===== src/include/hamming.svh =====
`ifndef HAMMING_SVH
`define HAMMING_SVH

// Width helpers for a single-error-correcting Hamming code
// A code with P parity bits covers a block of 2**P - 1 positions

// Smallest parity count P that satisfies 2**P >= D + P + 1
// Covers data widths up to 247 bits, which is plenty for this family
`define GET_HAMMING_PARITY_WIDTH(data_width) \
  (((data_width) <= 1)   ? 2 : \
   ((data_width) <= 4)   ? 3 : \
   ((data_width) <= 11)  ? 4 : \
   ((data_width) <= 26)  ? 5 : \
   ((data_width) <= 57)  ? 6 : \
   ((data_width) <= 120) ? 7 : \
   ((data_width) <= 247) ? 8 : 9)

// Largest data width that P parity bits can protect
// Full-length block minus the parity positions
`define GET_HAMMING_DATA_WIDTH(parity_width) \
  ((2 ** (parity_width)) - (parity_width) - 1)

`endif


===== src/design/hamming_pkg.sv =====
`include "hamming.svh"

package hamming_pkg;

  // User data width
  localparam int DATA_WIDTH = 8;

  // Parity bits needed to protect DATA_WIDTH bits
  localparam int PARITY_WIDTH = `GET_HAMMING_PARITY_WIDTH(DATA_WIDTH);

  // Stored block, data plus parity
  localparam int BLOCK_WIDTH = DATA_WIDTH + PARITY_WIDTH;

  // Data width the parity count could cover if the block were full length
  localparam int PADDED_DATA_WIDTH = `GET_HAMMING_DATA_WIDTH(PARITY_WIDTH);

  // Full-length Hamming block, 2**PARITY_WIDTH - 1 positions
  localparam int PADDED_BLOCK_WIDTH = PADDED_DATA_WIDTH + PARITY_WIDTH;

  // Memory geometry
  localparam int ADDR_WIDTH = 4;
  localparam int MEM_DEPTH  = 2 ** ADDR_WIDTH;

  // User data word
  typedef logic [DATA_WIDTH-1:0] data_t;

  // Parity code, also reused for the syndrome
  typedef logic [PARITY_WIDTH-1:0] parity_t;

  // Hamming block as stored in the array
  // Bit k of the vector is block position k+1
  typedef logic [BLOCK_WIDTH-1:0] block_t;

  // Word address into the array
  typedef logic [ADDR_WIDTH-1:0] addr_t;

endpackage


===== src/design/ecc_memory_array.sv =====
`timescale 1ns/1ps

module ecc_memory_array (
  input  logic                clk,
  input  logic                rst_n,
  input  logic                wr_en,
  input  hamming_pkg::addr_t  wr_addr,
  input  hamming_pkg::block_t wr_block,
  input  hamming_pkg::block_t inject_mask,
  input  logic                rd_en,
  input  hamming_pkg::addr_t  rd_addr,
  output hamming_pkg::block_t rd_block,
  output logic                rd_block_valid
);

  import hamming_pkg::*;

  // Block storage, contents undefined after reset
  block_t mem [0:MEM_DEPTH-1];

  // Write port
  // Set mask bits corrupt the stored copy for error injection
  always_ff @(posedge clk) begin
    if (wr_en) begin
      mem[wr_addr] <= wr_block ^ inject_mask;
    end
  end

  // Registered read port
  // Same-edge write to the same address is not visible yet, old value returned
  always_ff @(posedge clk) begin
    if (rd_en) begin
      rd_block <= mem[rd_addr];
    end
  end

  // Valid follows rd_en by one cycle
  always_ff @(posedge clk) begin
    if (!rst_n) begin
      rd_block_valid <= 1'b0;
    end else begin
      rd_block_valid <= rd_en;
    end
  end

endmodule


===== src/design/ecc_memory_top.sv =====
`timescale 1ns/1ps

module ecc_memory_top (
  input  logic                clk,
  input  logic                rst_n,
  input  logic                wr_en,
  input  hamming_pkg::addr_t  wr_addr,
  input  hamming_pkg::data_t  wr_data,
  input  hamming_pkg::block_t inject_mask,
  input  logic                rd_en,
  input  hamming_pkg::addr_t  rd_addr,
  output logic                rd_valid,
  output hamming_pkg::data_t  rd_data,
  output logic                err_corrected,
  output logic                err_uncorrectable
);

  import hamming_pkg::*;

  // Encoded write block
  block_t  wr_block;

  // Array read stage
  block_t  arr_block;
  logic    arr_valid;

  // Syndrome stage
  block_t  syn_block;
  parity_t syn_code;
  logic    syn_valid;

  // Write path, purely combinational encode
  // Parity code output is not needed at this level
  hamming_encoder encoder0 (
    .data  (wr_data),
    .code  (),
    .block (wr_block)
  );

  // Stage 1, storage and registered read
  ecc_memory_array array0 (
    .clk            (clk),
    .rst_n          (rst_n),
    .wr_en          (wr_en),
    .wr_addr        (wr_addr),
    .wr_block       (wr_block),
    .inject_mask    (inject_mask),
    .rd_en          (rd_en),
    .rd_addr        (rd_addr),
    .rd_block       (arr_block),
    .rd_block_valid (arr_valid)
  );

  // Stage 2, syndrome
  hamming_syndrome syndrome0 (
    .clk       (clk),
    .rst_n     (rst_n),
    .in_valid  (arr_valid),
    .in_block  (arr_block),
    .out_valid (syn_valid),
    .out_block (syn_block),
    .syndrome  (syn_code)
  );

  // Stage 3, correction and data extraction
  hamming_corrector corrector0 (
    .clk           (clk),
    .rst_n         (rst_n),
    .in_valid      (syn_valid),
    .in_block      (syn_block),
    .syndrome      (syn_code),
    .out_valid     (rd_valid),
    .data          (rd_data),
    .corrected     (err_corrected),
    .uncorrectable (err_uncorrectable)
  );

endmodule


===== src/design/hamming_block_packager.sv =====
`timescale 1ns/1ps

module hamming_block_packager (
  input  logic [hamming_pkg::PADDED_DATA_WIDTH-1:0]  data,
  input  hamming_pkg::parity_t                       code,
  output logic [hamming_pkg::PADDED_BLOCK_WIDTH-1:0] block
);

  import hamming_pkg::*;

  // Walk the block positions from 1 upward
  // Power-of-two positions take the next parity bit
  // All other positions take the next data bit, LSB first
  always_comb begin
    int data_index;
    int code_index;
    data_index = 0;
    code_index = 0;
    block      = '0;
    for (int pos = 1; pos <= PADDED_BLOCK_WIDTH; pos++) begin
      // Single bit set means power of two
      if ((pos & (pos - 1)) == 0) begin
        if (code_index < PARITY_WIDTH) begin
          block[pos-1] = code[code_index];
        end
        code_index++;
      end else begin
        if (data_index < PADDED_DATA_WIDTH) begin
          block[pos-1] = data[data_index];
        end
        data_index++;
      end
    end
  end

endmodule


===== src/design/hamming_corrector.sv =====
`timescale 1ns/1ps

module hamming_corrector (
  input  logic                 clk,
  input  logic                 rst_n,
  input  logic                 in_valid,
  input  hamming_pkg::block_t  in_block,
  input  hamming_pkg::parity_t syndrome,
  output logic                 out_valid,
  output hamming_pkg::data_t   data,
  output logic                 corrected,
  output logic                 uncorrectable
);

  import hamming_pkg::*;

  // One-hot flip position, zero when nothing to fix
  block_t flip_mask;
  block_t fixed_block;
  data_t  data_next;
  logic   corrected_next;
  logic   uncorrectable_next;

  // Syndrome value k points at block position k
  always_comb begin
    flip_mask = '0;
    for (int pos = 1; pos <= BLOCK_WIDTH; pos++) begin
      flip_mask[pos-1] = (int'(syndrome) == pos);
    end
  end

  // Out-of-range syndrome gives an all-zero mask, data passes through raw
  assign fixed_block = in_block ^ flip_mask;

  // Pull data bits from the non-power-of-two positions in order
  always_comb begin
    int data_index;
    data_index = 0;
    data_next  = '0;
    for (int pos = 1; pos <= BLOCK_WIDTH; pos++) begin
      if ((pos & (pos - 1)) != 0) begin
        if (data_index < DATA_WIDTH) begin
          data_next[data_index] = fixed_block[pos-1];
        end
        data_index++;
      end
    end
  end

  // Flags are only meaningful with a valid word
  assign corrected_next     = in_valid && (|flip_mask);
  assign uncorrectable_next = in_valid && (int'(syndrome) > BLOCK_WIDTH);

  // Output data register
  always_ff @(posedge clk) begin
    data <= data_next;
  end

  // Valid and status flags
  always_ff @(posedge clk) begin
    if (!rst_n) begin
      out_valid     <= 1'b0;
      corrected     <= 1'b0;
      uncorrectable <= 1'b0;
    end else begin
      out_valid     <= in_valid;
      corrected     <= corrected_next;
      uncorrectable <= uncorrectable_next;
    end
  end

endmodule


===== src/design/hamming_encoder.sv =====
`timescale 1ns/1ps

module hamming_encoder (
  input  hamming_pkg::data_t   data,
  output hamming_pkg::parity_t code,
  output hamming_pkg::block_t  block
);

  import hamming_pkg::*;

  // Data zero-extended to the full-length message
  logic [PADDED_DATA_WIDTH-1:0] data_padded;

  // Block with data placed and every parity slot still zero
  logic [PADDED_BLOCK_WIDTH-1:0] data_block;

  // Final full-length block with parity filled in
  logic [PADDED_BLOCK_WIDTH-1:0] block_padded;

  // Computed parity code
  parity_t parity;

  // Upper message bits are unused, so zero
  assign data_padded = {{(PADDED_DATA_WIDTH - DATA_WIDTH){1'b0}}, data};

  // First pass places the data only
  // Parity slots are zero so the XOR below needs no self-exclusion
  hamming_block_packager data_packer (
    .data  (data_padded),
    .code  ({PARITY_WIDTH{1'b0}}),
    .block (data_block)
  );

  // Parity bit i covers every position whose index has bit i set
  always_comb begin
    parity = '0;
    for (int i = 0; i < PARITY_WIDTH; i++) begin
      for (int pos = 1; pos <= PADDED_BLOCK_WIDTH; pos++) begin
        if (pos[i]) begin
          parity[i] = parity[i] ^ data_block[pos-1];
        end
      end
    end
  end

  // Second pass inserts the parity at the power-of-two positions
  hamming_block_packager block_packer (
    .data  (data_padded),
    .code  (parity),
    .block (block_padded)
  );

  assign code = parity;

  // Padded tail positions hold only zero data, drop them
  assign block = block_padded[BLOCK_WIDTH-1:0];

endmodule


===== src/design/hamming_syndrome.sv =====
`timescale 1ns/1ps

module hamming_syndrome (
  input  logic                 clk,
  input  logic                 rst_n,
  input  logic                 in_valid,
  input  hamming_pkg::block_t  in_block,
  output logic                 out_valid,
  output hamming_pkg::block_t  out_block,
  output hamming_pkg::parity_t syndrome
);

  import hamming_pkg::*;

  // Combinational syndrome of the incoming block
  parity_t syndrome_next;

  // Bit i is the XOR over every position with index bit i set
  // Stored parity bit sits in that set, so the result is recomputed XOR stored
  // Zero for a clean block, else the index of a single flipped position
  always_comb begin
    syndrome_next = '0;
    for (int i = 0; i < PARITY_WIDTH; i++) begin
      for (int pos = 1; pos <= BLOCK_WIDTH; pos++) begin
        if (pos[i]) begin
          syndrome_next[i] = syndrome_next[i] ^ in_block[pos-1];
        end
      end
    end
  end

  // Payload registers
  // Block and syndrome travel together into the corrector
  always_ff @(posedge clk) begin
    out_block <= in_block;
    syndrome  <= syndrome_next;
  end

  // Stage valid
  always_ff @(posedge clk) begin
    if (!rst_n) begin
      out_valid <= 1'b0;
    end else begin
      out_valid <= in_valid;
    end
  end

endmodule


===== config.mk =====
export PLATFORM = sky130hd
export DESIGN_NAME = ecc_memory_top
export DESIGN_NICKNAME = d
export VERILOG_FILES = /design/src/design/hamming_pkg.sv /design/src/design/ecc_memory_array.sv /design/src/design/ecc_memory_top.sv /design/src/design/hamming_block_packager.sv /design/src/design/hamming_corrector.sv /design/src/design/hamming_encoder.sv /design/src/design/hamming_syndrome.sv
export VERILOG_INCLUDE_DIRS = /design/src /design/src/include
export SDC_FILE = /design/constraint.sdc
export NUM_CORES = 1
export LEC_CHECK = 0
export ABC_AREA = 1
export BUFFER_PORTS_ARGS = -buffer_cell sky130_fd_sc_hd__buf_2
export CORE_UTILIZATION = 61
export CTS_BUF_LIST = sky130_fd_sc_hd__clkbuf_8 sky130_fd_sc_hd__clkbuf_16
export CTS_CLUSTER_DIAMETER = 80
export DETAILED_ROUTE_END_ITERATION = 16
export GPL_ROUTABILITY_DRIVEN = 0
export HOLD_SLACK_MARGIN = 0.1
export PLACE_DENSITY = 0.79
export SETUP_SLACK_MARGIN = 0.05
export SLEW_MARGIN = 10
export SYNTH_ARGS = -nofsm -noshare
export SYNTH_HDL_FRONTEND = slang
export SYNTH_SLANG_ARGS = --single-unit

===== constraint.sdc =====
create_clock -name clk -period 2.07 [get_ports clk]
set_input_delay 0.621 -clock clk [delete_from_list [all_inputs] [get_ports clk]]
set_output_delay 0.621 -clock clk [all_outputs]
set_load 0.02 [all_outputs]

Word level (Yosys, flattened, before mapping)
Memories as Yosys holds them, arrays and structs flattened. A register that Yosys moved wholly into a read port is not among the register bits.
Cells that the tools add are included.
- order comparisons: 1
- equal/unequal tests: 12
- multiplexer cells: 2
- bitwise operators: 34
- reduce and logical (&&, ||, !) cells: 3
- operator list (kind ; count):
    $eq A4 B4 Y1 const B ; 8
    $xor A1 B1 Y1 ; 32
    $xor A12 B12 Y12 ; 2
    $eq A4 B3 Y1 const B ; 3
    $reduce_or A12 Y1 ; 1
    $eq A4 B2 Y1 const B ; 1
    $gt A4 B4 Y1 const B ; 1
    $logic_and A1 B1 Y1 ; 2
    $mux W1 ; 2
- register bits after elaboration: 29
- RAM bits: 192
- bits of input ports: 32
- output and inout port bits: 11
- logic and storage cells: 61
- memories kept: 1
- memory list (memory ; depth ; width ; read ports ; clocked after Yosys merged registers in ; wr ports ; line ; text):
    array0.mem ; 16 ; 12 ; 1 ; 1 ; 1 ; ecc_memory_array.sv:19 ; block_t mem [0:MEM_DEPTH-1];

Longest topological paths before layout
Gate-level depths: netlist (run 1).
- depth in word-level cells: 5
- mapped depth: 9
- depth with buffers taken out: 7

By module
A second synthesis (run 1) with hierarchy kept.
- cell total of the unflattened synthesis: 1106
- area, all modules: 10576.4 um2
- by module, submodules not included (module ; times used ; cells each ; area an instance (um2) ; seq. area each (um2)):
    ecc_memory_array ; 1 ; 828 ; 8818.5 ; 6145.9
    hamming_syndrome ; 1 ; 93 ; 645.6 ; 340.3
    hamming_corrector ; 1 ; 68 ; 483.0 ; 220.2
    hamming_encoder ; 1 ; 87 ; 404.1 ; 0.0
    hamming_block_packager ; 2 ; 15 ; 112.6 ; 0.0

Least setup slack after synthesis (run 1)
No wires, ideal clock.
- path kind: input to register
- from: input wr_data[6]
- to: memory array0.mem[0][1] (netlist name), data pin
- library setup time: 0.277 ns
- data arrival time: 1.574 ns
- required time: 1.793 ns
- slack: 0.219 ns
- stages on the path: 6
- buffers on the path: 0
- path through: or2_2 nand2_1 nand2_1 nand2_1 nor2_1 nor2_1
- longest elaborated chain between the ends: 2
- RTL lines (item ; line ; text):
    start: declaration ; ecc_memory_top.sv:8 ; input hamming_pkg::data_t wr_data,
    $xor A1 B1 Y1 ; hamming_encoder.sv:40 ; parity[i] = parity[i] ^ data_block[pos-1];
    $xor A12 B12 Y12 ; ecc_memory_array.sv:25 ; mem[wr_addr] <= wr_block ^ inject_mask;
    end: declaration ; ecc_memory_array.sv:19 ;
Every way passes these cells.

Worst setup path after layout (run 1)
- from: input wr_data[6]
- to: memory array0.mem[7][1] (netlist name), data pin
Same word-level chain as after synthesis.

==> out/metrics.json, run 1 <==
{
  "grt": {
    "grt_start_max_net_pins": 53,
    "gr-total-overflow": 0,
    "all_layer_global_routing_usage": 0.2600,
    "number_of_global_route_vias_before_repair": 6469,
    "grt_first_pass_wirelength_um": 32150,
    "antenna_found_initial": 0
  },
  "timing": {
    "tightest_slew_ns": 1.144,
    "skew_ns": 0.01586,
    "setup_slack_ns": 0.4329,
    "slew_headroom": 0.2347,
    "rsz0062_at_grt": "no",
    "total_count_of_max_transition_violations_in_the_final_report": 0,
    "hold_viol": 0,
    "total_neg_setup_slack_ns": 0,
    "layout_worst_path_cycle_share": 0.7909,
    "fmax_ghz": 0.6108,
    "report.final.setup_viol": 0,
    "min_period_ns": 1.637
  },
  "drt": {
    "post_detailed_route_via_to_cell_ratio": 5.283,
    "wl_per_cell_um": 16.05,
    "detailedRoute.firstIterationViolations": 529,
    "drt_pre_antenna_iters": 5,
    "wirelength_um": 20280,
    "route.detailed.drc": 0,
    "num_vias": 6678,
    "postRouteAntennaNets": 0
  },
  "worst_setup_path": {
    "critical_path_peak_fanout": 16,
    "worstSetupEndpoint": "array0.mem[7][1]$_DFFE_PP_",
    "beginning_of_the_critical_path": "wr_data[6]",
    "path_class": "in2reg",
    "timing.critical_path.to_type": "flip-flop",
    "ff2ff_setup_slack_ns": 0.86,
    "reg2reg_depth": 5,
    "critical_path_arrival_ns": 1.85,
    "worstPathRequired_ns": 2.29,
    "reg2reg_to": "syndrome0.syndrome[2]$_DFF_P_",
    "cp-start-kind": "input pin",
    "worstReg2RegStart": "array0.rd_block[5]$_DFFE_PP_"
  },
  "layout": {
    "final_layout_size_suffix_gt1_frac": 0.1069,
    "fin_nets": 1063,
    "num_antenna_cells": 0,
    "layout.filler_cells": 1121,
    "flow.area_growth_from_synthesis_pct": 13.12,
    "final_cell_area_um2": 11190
  },
  "power_and_ir_drop": {
    "switchingPower_mw": 2.367,
    "clock_network_fraction_of_design_power": 0.375,
    "power_leakage_nw": 4.998,
    "fin_total_pwr_mw": 10.20,
    "power.share.combinational": 0.095,
    "pwr-share-seq": 0.530,
    "power.ir.vdd_worst_mv": 0.6639,
    "netSwitchingFraction": 0.2321,
    "cellPowerDensity_nw_per_um2": 911.2,
    "power_report.internal_total_mw": 7.833
  },
  "status": {
    "status": "complete, no violations"
  },
  "yosys": {
    "mappedNetlistArea_um2": 9896,
    "post_synth_num_cell_types": 18,
    "synth_top_flop_cell": "sky130_fd_sc_hd__edfxtp_1",
    "synth_enable_flop_cells": 204,
    "synth.net_count": 1002,
    "ys_seq_area_frac": 0.6696,
    "syn_inst": 970,
    "synthArstFlopShare": 0,
    "synth_area_per_cell_um2": 10.20,
    "synthesis.yosys.warnings": 0,
    "postSynthRegisterBits": 229
  },
  "clock_tree": {
    "clkLatencyLatePin_ns": 0.52,
    "post_cts.repair.setup_buffers": 0,
    "cts_repair_resize_count": 0,
    "max-clock-path-buffers": 3,
    "cts_tree": "yes",
    "cts-root-buf": "sky130_fd_sc_hd__clkbuf_16",
    "h-tree-depth": 1,
    "tritoncts_num_sinks": 229,
    "cts_hold_buffers": 0,
    "tritoncts.num_buffers": 23,
    "clkTransAtPathRegs_ns": 0.06
  },
  "floorplan": {
    "std_cell_rows": 46,
    "die_area_um2": 16740,
    "core_region_area_um2": 15890,
    "initial_core_util": 0.6230,
    "dieHeight_um": 129.4,
    "fp.dieW_um": 129.4,
    "ios": 43
  },
  "hold_path": {
    "min_path_type": "in2reg",
    "min_path_cells": 3
  },
  "place": {
    "placed_area_um2": 10490,
    "dp_worst_setup_slack_ns": -0.08095,
    "hpwl_um": 12100,
    "count_of_port_buffers_added_during_placement": 42
  },
  "run": {
    "max_cap_viol_count": 0
  }
}
## critical path, cell delays in order
cell and delay (ns):
sky130_fd_sc_hd__buf_2 0.10, sky130_fd_sc_hd__or2_2 0.30, sky130_fd_sc_hd__nand2_1 0.08, sky130_fd_sc_hd__nand2_1 0.06
sky130_fd_sc_hd__nand2_1 0.07, sky130_fd_sc_hd__nor2_1 0.05, sky130_fd_sc_hd__nor2_1 0.57
## cell usage in the layout (no fill, tap or decap), drive strengths merged
cell type	n
a21oi	1
buf	75
clkbuf	27
clkinv	5
dfxtp	25
edfxtp	204
inv	179
nand2	308
nand3	153
nand3b	3
nor2	26
nor3	1
or2	5
xnor2	18
xor2	18
## synth_stat cells, types with 3 or more instances
library cell / count / area [µm²]
sky130_fd_sc_hd__buf_1: 4 / 15.01
sky130_fd_sc_hd__buf_2: 18 / 90.09
sky130_fd_sc_hd__buf_4: 4 / 30.03
sky130_fd_sc_hd__buf_6: 7 / 78.83
sky130_fd_sc_hd__clkbuf_1: 6 / 22.52
sky130_fd_sc_hd__dfxtp_1: 25 / 500.5
sky130_fd_sc_hd__edfxtp_1: 204 / 6126
sky130_fd_sc_hd__inv_1: 168 / 630.6
sky130_fd_sc_hd__nand2_1: 308 / 1156
sky130_fd_sc_hd__nand3_1: 153 / 765.7
sky130_fd_sc_hd__nand3b_1: 3 / 22.52
sky130_fd_sc_hd__nor2_1: 26 / 97.59
sky130_fd_sc_hd__or2_2: 5 / 31.28
sky130_fd_sc_hd__xnor2_1: 18 / 157.7
sky130_fd_sc_hd__xor2_1: 18 / 157.7
## kinds of logic (layout without fill, tap and decap cells)
group | after synthesis | count (layout) | share of synthesized area
DFF | 229 | 229 | 0.6696
buffers and inverters | 208 | 286 | 0.08800
and+or+nand+nor | 496 | 496 | 0.2100
xor gates and xnor gates | 36 | 36 | 0.03186
AOI/OAI and AO/OA | 1 | 1 | 0.0005053
## sequential cells by signal (all words and copies together), names as in the netlist
| signal | count |
|---|---|
| array0.mem | 192 |
| array0.rd_block | 12 |
| array0.rd_block_valid | 1 |
| corrector0.corrected | 1 |
| corrector0.data | 8 |
| corrector0.out_valid | 1 |
| corrector0.uncorrectable | 1 |
| syndrome0.out_block | 8 |
| syndrome0.out_valid | 1 |
| syndrome0.syndrome | 4 |
## power by group through the flow
| stage | clock network [mW] | registers [mW] | logic (mW) |
|---|---|---|---|
| CTS | 3.86 | 5.40 | 0.976 |
| detailed placement | 0 | 5.50 | 0.966 |
| global route | 4.04 | 5.42 | 1.09 |
| floorplan | 0 | 5.52 | 0.599 |
| finish | 3.83 | 5.40 | 0.969 |
| global placement | 0 | 5.49 | 0.934 |
## metal layers
layer	share of wire	track usage	wire [µm]	up-vias
li1	-	-	-	3221
met1	0.38	0.3200	7741	3150
met2	0.51	0.4541	10340	246
met3	0.075	0.04335	1525	61
met4	0.034	0.1149	681	0
met5	0	0	0	-
## worst min-delay path by stage
| stage | endpoint | slack (ns) | from |
|---|---|---|---|
| after floorplan | syndrome0.out_block[8]$_DFF_P_ | 0.37 | array0.rd_block[8]$_DFFE_PP_ |
| after global placement | syndrome0.out_block[8]$_DFF_P_ | 0.39 | array0.rd_block[8]$_DFFE_PP_ |
| after detailed placement | syndrome0.out_block[8]$_DFF_P_ | 0.40 | array0.rd_block[8]$_DFFE_PP_ |
| after CTS | syndrome0.out_valid$_SDFF_PN0_ | 0.32 | rst_n |
| after global routing | syndrome0.out_valid$_SDFF_PN0_ | 0.35 | rst_n |
| final | syndrome0.out_valid$_SDFF_PN0_ | 0.33 | rst_n |
## metrics by stage
step	std cells	utilization	hold slack, ns
final	1264	0.7047	0.3301
after CTS	1264	0.7047	0.3209
after global placement	1222	0.6602	0.3916
after global routing	1264	0.7047	0.3515
after floorplan	970	-	0.3674
after detailed placement	1222	0.6602	0.3980
## cell type report
class	count	area [µm²]	area share
Sequential cell	229	6626	0.5919
Timing Repair Buffer	75	558.0	0.04985
Multi-Input combinational cell	533	2399	0.2143
Tap cell	216	270.3	0.02414
Clock inverter	15	65.06	0.005812
Clock buffer	27	641.9	0.05734
Inverter	169	634.4	0.05667
No activity file was read; power rests on OpenSTA's default activity.
==> run 2, diff against run 1 <==
--- a/config.mk
+++ b/config.mk
@@ -8,13 +8,13 @@
 export LEC_CHECK = 0
 export ABC_AREA = 1
 export BUFFER_PORTS_ARGS = -buffer_cell sky130_fd_sc_hd__buf_2
-export CORE_UTILIZATION = 61
+export CORE_UTILIZATION = 55
 export CTS_BUF_LIST = sky130_fd_sc_hd__clkbuf_8 sky130_fd_sc_hd__clkbuf_16
 export CTS_CLUSTER_DIAMETER = 80
 export DETAILED_ROUTE_END_ITERATION = 16
 export GPL_ROUTABILITY_DRIVEN = 0
 export HOLD_SLACK_MARGIN = 0.1
-export PLACE_DENSITY = 0.79
+export PLACE_DENSITY = 0.75
 export SETUP_SLACK_MARGIN = 0.05
 export SLEW_MARGIN = 10
 export SYNTH_ARGS = -nofsm -noshare
==> constraint.sdc (replaced) <==
create_clock -name clk -period 1.48 [get_ports clk]
set_input_delay 0.444 -clock clk [delete_from_list [all_inputs] [get_ports clk]]
set_output_delay 0.444 -clock clk [all_outputs]
set_load 0.02 [all_outputs]
==> run 2 against run 1 <==
Sequential power rose by 40%. Clock power increased by 54%. Largest cell class unchanged. Via count increased by 3.2%. Worst hold slack got worse by 0.19 ns. First-iteration DRC count is 22% higher. Cell area rose by 4.7%. Largest power group unchanged. Sequential share of layout area decreased by 2.6 points. Core utilization is 3.1 points lower. Clock skew is 0.0064 ns lower. Final cell count grew 2.8%. Setup slack lost 0.35 ns. Die area rose by 11%.
==> out/metrics.json, run 2 (synthesis results as in run 1) <==
{
  "layout": {
    "top_register": "array0.mem",
    "layout.cells.most_common": "sky130_fd_sc_hd__nand2_1",
    "fin_nets": 1092,
    "final_cell_area_um2": 11730,
    "biggestRegsByFlops": "array0.mem: 192 flops, array0.rd_block: 12 flops",
    "layout.filler_cells": 1294,
    "flow.area_growth_from_synthesis_pct": 18.50,
    "number_of_flip_flops_under_the_largest_register_name": 192,
    "final_layout_size_suffix_gt1_frac": 0.1367,
    "num_antenna_cells": 0,
    "instances_no_fill": 1300,
    "final_core_utilization": 0.6733,
    "most-common-layout-cells": "308 x sky130_fd_sc_hd__nand2_1, 204 x sky130_fd_sc_hd__edfxtp_1, 172 x sky130_fd_sc_hd__inv_1"
  },
  "worst_setup_path": {
    "critical_path_peak_fanout": 1,
    "crit_slowest_cell": "sky130_fd_sc_hd__dfxtp_1",
    "path_class": "reg2out",
    "slowest_delay_ns": 0.33,
    "critical_path_arrival_ns": 0.96,
    "cp-start-kind": "flip-flop",
    "crit_path_cell_trace": "buf_6",
    "kind_of_cell_adding_the_most_delay_to_the_critical_path": "flip-flops",
    "worstPathRequired_ns": 1.04,
    "cp_num_buf_inv": 1,
    "timing.critical_path.to_type": "primary output"
  },
  "timing": {
    "rsz0062_at_grt": "yes",
    "tightest_slew_ns": 0.4056,
    "layout_worst_path_cycle_share": 0.9454,
    "hold_viol": 0,
    "skew_ns": 0.009446,
    "total_count_of_max_transition_violations_in_the_final_report": 0,
    "slew_headroom": 0.7296,
    "setup_slack_ns": 0.08078,
    "min_period_ns": 1.399,
    "fmax_ghz": 0.7147,
    "report.final.setup_viol": 0
  },
  "drt": {
    "dr.max_layer_used": "met4",
    "met2_wirelength_um": 10810,
    "dr_wl_met3_um": 1911,
    "wl_per_cell_um": 17.30,
    "postRouteAntennaNets": 0,
    "detailedRoute.firstIterationViolations": 646,
    "met1Wirelength_um": 8827,
    "post_detailed_route_via_to_cell_ratio": 5.303,
    "num_vias": 6894,
    "route.detailed.drc": 0,
    "wirelength_um": 22490,
    "drt_pre_antenna_iters": 7
  },
  "clock_tree": {
    "max-clock-path-buffers": 3,
    "cts-root-buf": "sky130_fd_sc_hd__clkbuf_16",
    "cts_tree": "yes",
    "post_cts.repair.setup_buffers": 0,
    "clkLatencyLatePin_ns": 0.51,
    "tritoncts.num_buffers": 24,
    "tritoncts_num_sinks": 229,
    "h-tree-depth": 1,
    "clkTransAtPathRegs_ns": 0.06
  },
  "power_and_ir_drop": {
    "cellPowerDensity_nw_per_um2": 1291,
    "power.ir.vdd_worst_mv": 1.107,
    "fin_total_pwr_mw": 15.14,
    "power_leakage_nw": 5.211
  },
  "floorplan": {
    "die_area_um2": 18530,
    "dieHeight_um": 136.1,
    "core_region_area_um2": 17420,
    "ios": 43,
    "initial_core_util": 0.5682,
    "std_cell_rows": 48,
    "fp.dieW_um": 136.1
  },
  "place": {
    "dpl.cell_count": 1259,
    "hpwl_um": 14320,
    "dp_worst_setup_slack_ns": -0.2574,
    "placed_area_um2": 10890,
    "count_of_port_buffers_added_during_placement": 42
  },
  "grt": {
    "all_layer_global_routing_usage": 0.2551,
    "number_of_global_route_vias_before_repair": 6721,
    "grt_first_pass_wirelength_um": 35110,
    "gr-total-overflow": 0,
    "antenna_found_initial": 0,
    "grt_start_max_net_pins": 66
  },
  "hold_path": {
    "min_path_type": "in2reg"
  },
  "status": {
    "status": "complete, no violations"
  },
  "run": {
    "max_cap_viol_count": 0
  }
}
[run 2: cell count changes in the layout (fill, tap and decap cells not counted), moves of 2 or more]
cell	before	now
sky130_fd_sc_hd__buf_4	25	43
sky130_fd_sc_hd__buf_12	8	22
sky130_fd_sc_hd__buf_2	42	31
sky130_fd_sc_hd__buf_6	0	7
sky130_fd_sc_hd__inv_1	177	172
sky130_fd_sc_hd__dfxtp_1	25	21
sky130_fd_sc_hd__dfxtp_2	0	4
sky130_fd_sc_hd__bufinv_16	0	3
sky130_fd_sc_hd__clkbuf_8	3	0
sky130_fd_sc_hd__clkinv_1	2	4
sky130_fd_sc_hd__clkinvlp_4	0	2
[run 2: path summary, 6_finish.rpt]
| kind | startpoint | to | slack (ns) | cells past startpoint |
|---|---|---|---|---|
| worst max-delay path | corrector0.data[0]$_DFF_P_ | rd_data[0] | 0.08 | 1 |
| worst min-delay path | rst_n | array0.rd_block_valid$_SDFF_PN0_ | 0.14 | 3 |
| worst max register to register | array0.mem[8][2]$_DFFE_PP_ | array0.rd_block[2]$_DFFE_PP_ | 0.26 | 6 |
| worst min register to register | array0.rd_block[8]$_DFFE_PP_ | syndrome0.out_block[8]$_DFF_P_ | 0.41 | 0 |
[run 2: stage by stage]
stage	hold WS, ns	TNS [ns]
after global placement	0.3878	-13.35
after global routing	0.1543	0
after CTS	0.1330	0
final	0.1400	0
after detailed placement	0.3975	-15.98
after floorplan	0.3674	-13.00
[run 2: final cells by class]
class,instances,area [µm²],share of cell area
Clock inverter,16,150.1,0.01280
Timing Repair Buffer,103,997.2,0.08504
Sequential cell,229,6631,0.5655
Inverter,169,634.4,0.05410
Tap cell,225,281.5,0.02401
Clock buffer,25,625.6,0.05335
Multi-Input combinational cell,533,2406,0.2052
[run 2: metal layers]
layer,vias to the layer above,GRT usage
li1,3279,-
met4,0,0.1148
met2,308,0.4140
met1,3237,0.3356
met5,-,0
met3,70,0.04512
[run 2: repair_timing]
| action | 4_1_cts | 5_1_grt |
|---|---|---|
| hold buffers | 0 | 0 |
| hold endpoints to repair | 0 | 0 |
| pin swaps | 0 | 0 |
| setup endpoints to repair | 2 | 11 |
| resized for setup | 2 | 20 |
[run 2: where the power goes]
part	internal, mW	switching, mW	total, mW
sequential	7.43	0.136	7.57
clock	3.55	2.34	5.89
combinational	0.647	1.03	1.68
